**src/logic/dbg_pkg.sv**
```systemverilog
package dbg_pkg;

    // basic widths of the serial link and the instruction path
    localparam int NB_BYTE = 8;
    localparam int NB_WORD = 32;

    // one uart byte and one instruction word or address
    typedef logic [NB_BYTE-1:0] byte_t;
    typedef logic [NB_WORD-1:0] word_t;

    // all ones word closes a program load
    localparam word_t HALT_INSTR = 32'hffff_ffff;

    // command bytes, one hot
    localparam byte_t CMD_LOAD      = 8'h01;
    localparam byte_t CMD_DEBUG     = 8'h02;
    localparam byte_t CMD_RUN       = 8'h04;
    localparam byte_t CMD_STEP      = 8'h08;
    localparam byte_t CMD_END_DEBUG = 8'h10;

    // pipeline latch group widths
    localparam int NB_ID_EX   = 144;
    localparam int NB_EX_MEM  = 32;
    localparam int NB_MEM_WB  = 40;
    localparam int NB_WB_ID   = 40;
    localparam int NB_CONTROL = 24;

    // bytes in one full dump and the counter that walks them
    localparam int SNAP_BYTES  = 35;
    localparam int NB_SNAP_CNT = $clog2(SNAP_BYTES + 1);
    typedef logic [NB_SNAP_CNT-1:0] snap_cnt_t;

    // id_ex sits lowest so it leaves first
    typedef struct packed {
        logic [NB_CONTROL-1:0] control;
        logic [NB_WB_ID-1:0]   wb_id;
        logic [NB_MEM_WB-1:0]  mem_wb;
        logic [NB_EX_MEM-1:0]  ex_mem;
        logic [NB_ID_EX-1:0]   id_ex;
    } snapshot_t;

    // received byte with its done strobe
    typedef struct packed {
        logic  strobe;
        byte_t data;
    } rx_byte_t;

    // write port into instruction memory
    typedef struct packed {
        logic  wr;
        word_t instr;
        word_t addr;
    } instr_wr_t;

    // debug front end modes
    typedef enum logic [2:0] {
        ST_IDLE,
        ST_LOAD,
        ST_DEBUG,
        ST_RUN,
        ST_DUMP
    } ctrl_state_t;

endpackage

```
**src/logic/debug_ctrl.sv**
```systemverilog
`timescale 1ns/1ps

module debug_ctrl import dbg_pkg::*; (
    input  logic     clk,
    input  logic     i_rst_n,
    input  rx_byte_t i_rx,
    input  logic     i_halt,
    input  logic     i_end,
    input  logic     i_dump_done,
    output rx_byte_t o_load_byte,
    output logic     o_load_start,
    output logic     o_dump_req,
    output logic     o_step,
    output logic     o_start
);

    ctrl_state_t state, next_state;
    // set when the running dump should fall back into debug mode
    logic ret_debug, next_ret_debug;
    logic step, next_step;
    logic start, next_start;
    logic dump_req, next_dump_req;
    logic load_start, next_load_start;

    always_ff @(posedge clk or negedge i_rst_n) begin
        if (!i_rst_n) begin
            state      <= ST_IDLE;
            ret_debug  <= 1'b0;
            step       <= 1'b0;
            start      <= 1'b0;
            dump_req   <= 1'b0;
            load_start <= 1'b0;
        end else begin
            state      <= next_state;
            ret_debug  <= next_ret_debug;
            step       <= next_step;
            start      <= next_start;
            dump_req   <= next_dump_req;
            load_start <= next_load_start;
        end
    end

    always_comb begin
        // pulses default low, step is only held in run mode
        next_state      = state;
        next_ret_debug  = ret_debug;
        next_step       = 1'b0;
        next_start      = start;
        next_dump_req   = 1'b0;
        next_load_start = 1'b0;

        case (state)
            ST_IDLE: begin
                if (i_rx.strobe) begin
                    case (i_rx.data)
                        CMD_LOAD: begin
                            next_state      = ST_LOAD;
                            next_start      = 1'b1;
                            next_load_start = 1'b1;
                        end
                        CMD_DEBUG: begin
                            next_state = ST_DEBUG;
                            next_start = 1'b1;
                        end
                        CMD_RUN: begin
                            next_state = ST_RUN;
                            next_start = 1'b1;
                            next_step  = 1'b1;
                        end
                        // anything else is noise on the line
                        default: next_state = ST_IDLE;
                    endcase
                end
            end

            ST_LOAD: begin
                // halt word has just been written
                if (i_halt) begin
                    next_state = ST_IDLE;
                    next_start = 1'b0;
                end
            end

            ST_DEBUG: begin
                // the cycle after a step pulse the core has moved, grab it
                if (step) begin
                    next_dump_req  = 1'b1;
                    next_ret_debug = 1'b1;
                    next_state     = ST_DUMP;
                end else if (i_rx.strobe) begin
                    if (i_rx.data == CMD_STEP) begin
                        next_step = 1'b1;
                    end else if (i_rx.data == CMD_END_DEBUG) begin
                        // final dump without a step
                        next_dump_req  = 1'b1;
                        next_ret_debug = 1'b0;
                        next_state     = ST_DUMP;
                    end
                end
            end

            ST_RUN: begin
                // free running until the core reports the end
                if (i_end) begin
                    next_dump_req  = 1'b1;
                    next_ret_debug = 1'b0;
                    next_state     = ST_DUMP;
                end else begin
                    next_step = 1'b1;
                end
            end

            ST_DUMP: begin
                // rx bytes are dropped here
                if (i_dump_done) begin
                    next_state = ret_debug ? ST_DEBUG : ST_IDLE;
                    next_start = ret_debug;
                end
            end

            default: next_state = ST_IDLE;
        endcase
    end

    // only load mode bytes reach the loader
    assign o_load_byte  = '{strobe: i_rx.strobe && (state == ST_LOAD), data: i_rx.data};
    assign o_load_start = load_start;
    assign o_dump_req   = dump_req;
    assign o_step       = step;
    assign o_start      = start;

    // core must stay frozen while the latches are shipped out
    assert property (@(posedge clk) disable iff (!i_rst_n)
        (state == ST_DUMP) |-> !o_step);

    // one request per dump, the sender would otherwise restart
    assert property (@(posedge clk) disable iff (!i_rst_n)
        o_dump_req |=> !o_dump_req);

endmodule

```
**src/logic/instr_loader.sv**
```systemverilog
`timescale 1ns/1ps

module instr_loader import dbg_pkg::*; (
    input  logic      clk,
    input  logic      i_rst_n,
    input  rx_byte_t  i_load_byte,
    input  logic      i_load_start,
    output instr_wr_t o_instr,
    output logic      o_halt
);

    // byte position inside the word, 3 means the word completes
    logic [1:0] byte_cnt;
    logic [1:0] cnt_eff;
    word_t      word_q;
    word_t      addr_q;
    logic       wr_q;

    // a fresh load forgets any half word left over
    assign cnt_eff = i_load_start ? 2'd0 : byte_cnt;

    always_ff @(posedge clk or negedge i_rst_n) begin
        if (!i_rst_n) begin
            byte_cnt <= 2'd0;
            addr_q   <= '0;
            wr_q     <= 1'b0;
        end else begin
            wr_q <= i_load_byte.strobe && (cnt_eff == 2'd3);
            if (i_load_byte.strobe) begin
                // wraps back to 0 after the fourth byte
                byte_cnt <= cnt_eff + 2'd1;
            end else if (i_load_start) begin
                byte_cnt <= 2'd0;
            end
            if (i_load_start) begin
                addr_q <= '0;
            end else if (wr_q) begin
                // next word goes 4 bytes further
                addr_q <= addr_q + word_t'(4);
            end
        end
    end

    // first byte ends up most significant
    always_ff @(posedge clk) begin
        if (i_load_byte.strobe) begin
            word_q <= {word_q[NB_WORD-NB_BYTE-1:0], i_load_byte.data};
        end
    end

    // word and address hold steady through the write cycle
    assign o_instr = '{wr: wr_q, instr: word_q, addr: addr_q};
    assign o_halt  = wr_q && (word_q == HALT_INSTR);

    // a write always follows the byte that completed it
    assert property (@(posedge clk) disable iff (!i_rst_n)
        o_instr.wr |-> $past(i_load_byte.strobe));

endmodule

```
**src/logic/snapshot_sender.sv**
```systemverilog
`timescale 1ns/1ps

module snapshot_sender import dbg_pkg::*; (
    input  logic      clk,
    input  logic      i_rst_n,
    input  logic      i_dump_req,
    input  snapshot_t i_snapshot,
    input  logic      i_tx_done,
    output logic      o_tx_start,
    output byte_t     o_tx_data,
    output logic      o_dump_done
);

    // captured latches, byte 0 always sits at the bottom
    logic [$bits(snapshot_t)-1:0] shift_q;
    // bytes handed to the transmitter so far
    snap_cnt_t sent_cnt;
    logic      busy;
    logic      tx_start_q;
    logic      dump_done_q;
    logic      capture;
    logic      tx_ack;
    logic      last_byte;

    assign capture   = i_dump_req && !busy;
    // done can't belong to a byte started this very cycle
    assign tx_ack    = busy && i_tx_done && !tx_start_q;
    assign last_byte = (sent_cnt == snap_cnt_t'(SNAP_BYTES));

    always_ff @(posedge clk or negedge i_rst_n) begin
        if (!i_rst_n) begin
            busy        <= 1'b0;
            sent_cnt    <= '0;
            tx_start_q  <= 1'b0;
            dump_done_q <= 1'b0;
        end else begin
            tx_start_q  <= 1'b0;
            dump_done_q <= 1'b0;
            if (capture) begin
                // first byte goes out right away
                busy       <= 1'b1;
                sent_cnt   <= snap_cnt_t'(1);
                tx_start_q <= 1'b1;
            end else if (tx_ack) begin
                if (last_byte) begin
                    busy        <= 1'b0;
                    dump_done_q <= 1'b1;
                end else begin
                    sent_cnt   <= sent_cnt + snap_cnt_t'(1);
                    tx_start_q <= 1'b1;
                end
            end
        end
    end

    // shift only when another byte follows so the last one stays put
    always_ff @(posedge clk) begin
        if (capture) begin
            shift_q <= i_snapshot;
        end else if (tx_ack && !last_byte) begin
            shift_q <= shift_q >> NB_BYTE;
        end
    end

    assign o_tx_start  = tx_start_q;
    assign o_tx_data   = shift_q[NB_BYTE-1:0];
    assign o_dump_done = dump_done_q;

    // the transmitter takes one start per byte
    assert property (@(posedge clk) disable iff (!i_rst_n)
        o_tx_start |=> !o_tx_start);

endmodule

```
**src/logic/uart_debug_unit.sv**
```systemverilog
`timescale 1ns/1ps

module uart_debug_unit import dbg_pkg::*; (
    input  logic      clk,
    input  logic      i_rst_n,
    input  logic      i_rx_done,
    input  byte_t     i_rx,
    input  logic      i_tx_done,
    input  logic      i_end,
    input  snapshot_t i_snapshot,
    output logic      o_tx_start,
    output byte_t     o_tx_data,
    output instr_wr_t o_instr,
    output logic      o_step,
    output logic      o_start
);

    // receiver byte and its strobe travel together from here on
    rx_byte_t rx;
    rx_byte_t load_byte;
    logic     load_start;
    logic     halt;
    logic     dump_req;
    logic     dump_done;

    assign rx = '{strobe: i_rx_done, data: i_rx};

    // command decode and mode control
    debug_ctrl ctrl_i (
        .clk          (clk),
        .i_rst_n      (i_rst_n),
        .i_rx         (rx),
        .i_halt       (halt),
        .i_end        (i_end),
        .i_dump_done  (dump_done),
        .o_load_byte  (load_byte),
        .o_load_start (load_start),
        .o_dump_req   (dump_req),
        .o_step       (o_step),
        .o_start      (o_start)
    );

    // word assembly for instruction memory
    instr_loader loader_i (
        .clk          (clk),
        .i_rst_n      (i_rst_n),
        .i_load_byte  (load_byte),
        .i_load_start (load_start),
        .o_instr      (o_instr),
        .o_halt       (halt)
    );

    // latch dump toward the uart transmitter
    snapshot_sender sender_i (
        .clk         (clk),
        .i_rst_n     (i_rst_n),
        .i_dump_req  (dump_req),
        .i_snapshot  (i_snapshot),
        .i_tx_done   (i_tx_done),
        .o_tx_start  (o_tx_start),
        .o_tx_data   (o_tx_data),
        .o_dump_done (dump_done)
    );

endmodule

```
**config.mk**
```make
export PLATFORM = sky130hd
export DESIGN_NAME = uart_debug_unit
export DESIGN_NICKNAME = d
export VERILOG_FILES = /design/src/logic/dbg_pkg.sv /design/src/logic/debug_ctrl.sv /design/src/logic/instr_loader.sv /design/src/logic/snapshot_sender.sv /design/src/logic/uart_debug_unit.sv
export SDC_FILE = /design/constraint.sdc
export NUM_CORES = 1
export LEC_CHECK = 0
export BUFFER_PORTS_ARGS = -buffer_cell sky130_fd_sc_hd__buf_4
export CORE_ASPECT_RATIO = 0.7
export CORE_UTILIZATION = 58
export DETAILED_ROUTE_END_ITERATION = 8
export PLACE_DENSITY = 0.85
export SLEW_MARGIN = 25
export SYNTH_ARGS = -nofsm -noshare
export SYNTH_HDL_FRONTEND = slang
export SYNTH_SLANG_ARGS = --single-unit
export TNS_END_PERCENT = 10
```
**constraint.sdc**
```tcl
create_clock -name clk -period 21.2 [get_ports clk]
set_input_delay 1.06 -clock clk [delete_from_list [all_inputs] [get_ports clk]]
set_output_delay 1.06 -clock clk [all_outputs]
set_load 0.005 [all_outputs]
```
* After elaboration in Yosys (flattened, before gate mapping)
Index checks and enable logic that the tools add are counted.
** Word-level totals
- Register bits :: 364
- Memories :: 0
- Input bits :: 293
- Bits in latches :: 0
- Memory bits (writable) :: 0
- Memory bits (read-only) :: 0
- Output and inout port bits :: 76
- Word-level logic and storage cells :: 118
** Cells by class
- Div/mod/pow operators :: 0
- Equality and inequality tests :: 21
- Reduce and logical (&&, ||, !) cells :: 23
- Magnitude comparators :: 0
- Multiplexer cells :: 56
- Bitwise logic cells :: 0
- Add/subtract/negate cells :: 3
- $mul :: 0
- Shift operators :: 0
** Operators by type and width (number)
- two-way mux 280 bit :: 2
- two-way mux 32 bit :: 2
- adder 32 x 3 -> 32 bit (second input constant) :: 1
- == test 32 bit (second input constant) :: 1
- two-way mux 1 bit :: 32
- two-way mux 3 bit :: 8
- two-way mux 6 bit :: 3
- case mux 3 bit (5 select lines) :: 1
- AND reduction 5 bit :: 2
- nonzero test 2 bit :: 5
- == test 8 x 1 -> 1 bit (second input constant) :: 1
- == test 8 x 2 -> 1 bit (second input constant) :: 1
- == test 8 x 3 -> 1 bit (second input constant) :: 1
- == test 8 x 4 -> 1 bit (second input constant) :: 1
- == test 8 x 5 -> 1 bit (second input constant) :: 1
- logical AND 1 bit :: 7
- AND reduction 7 bit :: 1
- adder 6 x 1 -> 6 bit (second input constant) :: 1
- == test 3 x 2 -> 1 bit (second input constant) :: 2
- == test 6 bit (second input constant) :: 1
- two-way mux 2 bit :: 3
- inequality test 2 x 1 -> 1 bit (second input constant) :: 3
- inequality test 2 bit (second input constant) :: 3
- inequality test 3 x 2 -> 1 bit (second input constant) :: 2
- 13 further kinds :: 18

* Depth between registers and ports, before layout
- Depth in word-level cells :: 6
- Mapped depth :: 7
- Depth with buffers taken out :: 6

* Hierarchy
Synthesis repeated with hierarchy kept, for this count alone.
** Second synthesis, totals
- Cell total of the unflattened synthesis :: 1503
- Area, all modules :: 15663.8 um2
** Modules (own cells, without submodules)
- snapshot_sender :: seq. area each 8633.3 um2, cells an instance 1214, area an instance 12248.0 um2, times used 1
- instr_loader :: seq. area each 1786.7 um2, cells an instance 224, area an instance 2781.4 um2, times used 1
- debug_ctrl :: seq. area each 200.2 um2, cells an instance 65, area an instance 634.4 um2, times used 1

* Worst setup path before layout
Ideal clock, no wire load.
- Path kind :: input port to flip-flop
- Start :: input i_tx_done
- End :: register sender_i.shift_q[0], enable pin
- Data required time :: 19.055 ns
- Library setup time :: 2.145 ns
- Stages on the path :: 3
- Slack :: 13.119 ns
- Path buffers :: 0
- Arrival time :: 5.936 ns
- Path through :: nand3b_1 -> a21o_1 -> nand2_1
** On the way
- Longest elaborated chain between the ends :: 4
** Ends and longest elaborated chain
- start, declared :: RTL line uart_debug_unit.sv:8 : input logic i_tx_done,
- logical AND 1 bit (2 in series) :: RTL line snapshot_sender.sv:27 : assign tx_ack = busy && i_tx_done && !tx_start_q;
- logical AND 1 bit :: RTL line snapshot_sender.sv:60 : end else if (tx_ack && !last_byte) begin
- nonzero test 2 bit (no line)
- end signal, assigned :: RTL line snapshot_sender.sv:59 : shift_q <= i_snapshot;
- end signal, assigned :: RTL line snapshot_sender.sv:61 : shift_q <= shift_q >> NB_BYTE;
- end, declared :: RTL line snapshot_sender.sv:15 : logic [$bits(snapshot_t)-1:0] shift_q;
No other way between the ends.
A chain may end at the register's enable or synchronous reset.

* Worst setup path after layout
- Start :: register sender_i.sent_cnt[0]
- End :: register sender_i.shift_q[267], enable pin
** On the way
- Longest elaborated chain between the ends :: 4
** Ends and longest elaborated chain
- start, declared :: RTL line snapshot_sender.sv:17 : snap_cnt_t sent_cnt;
- start signal, assigned :: RTL line snapshot_sender.sv:42 : sent_cnt <= snap_cnt_t'(1);
- start signal, assigned :: RTL line snapshot_sender.sv:49 : sent_cnt <= sent_cnt + snap_cnt_t'(1);
- == test 6 bit :: RTL line snapshot_sender.sv:28 : assign last_byte = (sent_cnt == snap_cnt_t'(SNAP_BYTES));
- logical NOT 1 bit :: RTL line snapshot_sender.sv:60
- logical AND 1 bit :: RTL line snapshot_sender.sv:60
- nonzero test 2 bit (no line)
No other way between the ends.

==> reports/results.ini <==
[sta]
hold_violations=0
fin_crit_sh_pct=15.9
fin_tns_setup_ps=0
worstMarginPinSlew_ps=963
slew_viol_final=0
min_period_ps=3380
rsz0062_at_grt=no
max_freq_mhz=296
setup_viol=0
slew_headroom_pct=35.8
clock_skew_ps=6.93

[global_route]
grt_overflow=0
antenna_found_initial=2
grt_pass1_vias=11300
grt_max_degree=116
globalRouteTotalUtil_pct=26.3
grt_pass1_wl_mm=56.5

[worst_hold_path]
hold_end=loader_i.word_q[19]
hp-class=reg -> reg
min-delay-start=loader_i.word_q[11]
hold-path-cell-count=0

[synthesis]
synth_edf_count=312
syn_area_sq_mm=0.0155
ys_seq_area_share_pct=68.7
synth_cells=1486
syn_avg_cell_area_sq_um=10.4
async_reset_ff_share_pct=13.8
ys_ff_latch=362
yosysUniqueCellTypes=48
ys.flop_type=edfxtp_1
yosysWarnings=0

[floorplan]
die_h_um=139
ios=369
rows=49
dieArea_sq_mm=0.0273
coreArea_sq_mm=0.0259
die_w_um=197
initial_core_util_pct=59.6

[cts]
hold_buffers=0
numCtsBuffers=36
cts.path.max_buffers=3
ctsResizeCount=0
post_cts_buffers=0
cts-root-buf=clkbuf_16
cts_tree=done
cts-htree-levels=2
worstSkewPairLatency_ps=500
cts_sinks=362
clk_pin_slew_ps=60

[detailed_routing]
wirelength_mm=36.2
wire_per_inst_um=16.4
vias=11500
final_antenna_net_count=0
drt_iter0_markers=836
drc_errors=0
vias_per_cell=5.23
firstDrtPassIters=6

[setup_path]
crit_arrival_ps=3500
worstPathMaxFanout=89
required_ps=21320
reg2reg_slack_ps=17820
cp-start-kind=flip-flop
worstReg2RegStart=sender_i.sent_cnt[0]
r2r_end=sender_i.shift_q[267]
reg2regPathDepth=6
worstSetupPathType=reg -> reg
critPathCaptureType=flip-flop
crit_path_start=sender_i.sent_cnt[0]
critical_path.slowest_cell=buf_6
critical_path.max_stage_delay_ps=690
critical_path.cell_chain=ha_1 -> nor4b_1 -> a21o_1 -> nand2_4 -> buf_6 -> buf_6
crit_path_frequent_cell=buf_6

[pwr]
power_frac_seq_pct=55.0
p_sw_mw=0.471
comb_power_share_pct=14.3
irDropWorstVdd_mv=0.0643
leakage_nw=8.69
switching_share_pct=24.7
power.internal_mw=1.44
pwr-share-clk_pct=30.7
power.density_mw_per_mm2=97.9

[run]
cap_violations=0

[place]
place_area_sq_mm=0.0184
routabilityCongestion=0.846
port_buffers=366
dp_hpwl_mm=24.3

[finish]
nFillCells=1729
post-route-cell-area_sq_mm=0.0195
final_cell_mix=nand2_1, buf_4, edfxtp_1
syn_to_final_growth_pct=26.1
drive_gt1_share_pct=23.5
final_common_cell=nand2_1
layout.nets=2115

[status]
outcome=finished clean

==> sequential cells by signal, summed over array words and instances (netlist names), 2 cells and up <==
signal and cells:
loader_i.addr_q 30, sender_i.shift_q 280, ctrl_i.state 3, sender_i.sent_cnt 6
loader_i.word_q 32, loader_i.byte_cnt 2
==> worst max-delay path, delay by kind of cell (launching register included) <==
kind / cells / cell delay [ps]
buffers and inverters: 2 / 1350
and+or+nand+nor: 2 / 610
DFF: 1 / 410
AOI/OAI and AO/OA: 1 / 280
adders and majority gates: 1 / 240
==> metrics by stage <==
stage	setup slack, ps	total power, mW	instances	hold slack, ps	utilization (%)
5_1_grt	17600	2.00	2204	495	75.2
3_5_place_dp	16820	1.33	2137	463	70.9
2_1_floorplan	13120	1.26	1487	467	-
4_1_cts	16940	1.92	2201	479	75.0
6_report	17820	1.91	2204	475	75.2
3_3_place_gp	16910	1.32	2137	466	70.9
==> power groups by stage <==
| stage | logic, mW | registers, mW | clock network, mW |
|---|---|---|---|
| after floorplan | 0.168 | 1.09 | 0 |
| after global placement | 0.260 | 1.06 | 0 |
| after detailed placement | 0.273 | 1.06 | 0 |
| after CTS | 0.276 | 1.05 | 0.597 |
| after global routing | 0.311 | 1.06 | 0.624 |
| final | 0.273 | 1.05 | 0.586 |
==> Yosys cell counts, types with 3 or more instances <==
cell | n | area share [%]
inv_1 | 8 | 0.19
nor2_1 | 40 | 0.97
nor3_1 | 10 | 0.32
nand2_1 | 836 | 20
buf_1 | 3 | 0.073
o31ai_1 | 3 | 0.15
dfrtp_1 | 50 | 8.1
and4_1 | 5 | 0.28
and2_1 | 9 | 0.36
o21ai_0 | 6 | 0.19
nand4_1 | 12 | 0.49
ha_1 | 3 | 0.24
or3_1 | 7 | 0.28
a21oi_1 | 8 | 0.26
clkbuf_1 | 65 | 1.6
xnor2_1 | 20 | 1.1
nor4_1 | 9 | 0.36
buf_4 | 13 | 0.63
nor2b_1 | 4 | 0.16
edfxtp_1 | 312 | 61
nor4b_1 | 3 | 0.17
xor2_1 | 12 | 0.68
nand3_1 | 14 | 0.45
==> worst max path at each step <==
stage / end / cells past startpoint
floorplan: sender_i.shift_q[0] / 3
global route: sender_i.shift_q[236] / 6
detailed placement: sender_i.shift_q[279] / 6
global placement: sender_i.shift_q[272] / 6
CTS: sender_i.shift_q[236] / 4
finish: sender_i.shift_q[267] / 6
==> routing by layer <==
metal | part of all wire, % | GRT usage (%)
met1 | 39 | 35.0
met2 | 48 | 42.0
met3 | 8.6 | 6.66
met4 | 3.6 | 10.2
met5 | 0 | 0
==> area by class of cell <==
| type | instances | area (sq um) | area share (%) |
|---|---|---|---|
| clock inverters | 13 | 83.8 | 0.430 |
| diodes | 2 | 5.00 | 0.0257 |
| repair buffers | 376 | 2850 | 14.6 |
| inverters | 8 | 30.0 | 0.154 |
| clock buffers | 51 | 978 | 5.02 |
| multi-input cells | 1035 | 4480 | 23.0 |
| well taps | 357 | 447 | 2.29 |
| flip-flops and latches | 362 | 10600 | 54.5 |
==> cells by family after synthesis <==
logic type | count (synthesis) | share of synthesized area [%]
compound gates | 31 | 1.46
simple gates | 962 | 24.9
flops | 362 | 68.7
buf+inv | 90 | 2.51
xor+xnor | 32 | 1.81
other cells | 1 | 0.0243
mux | 5 | 0.348
fa+ha+maj | 3 | 0.243
Note: power is estimated with default switching activity, not from simulation.
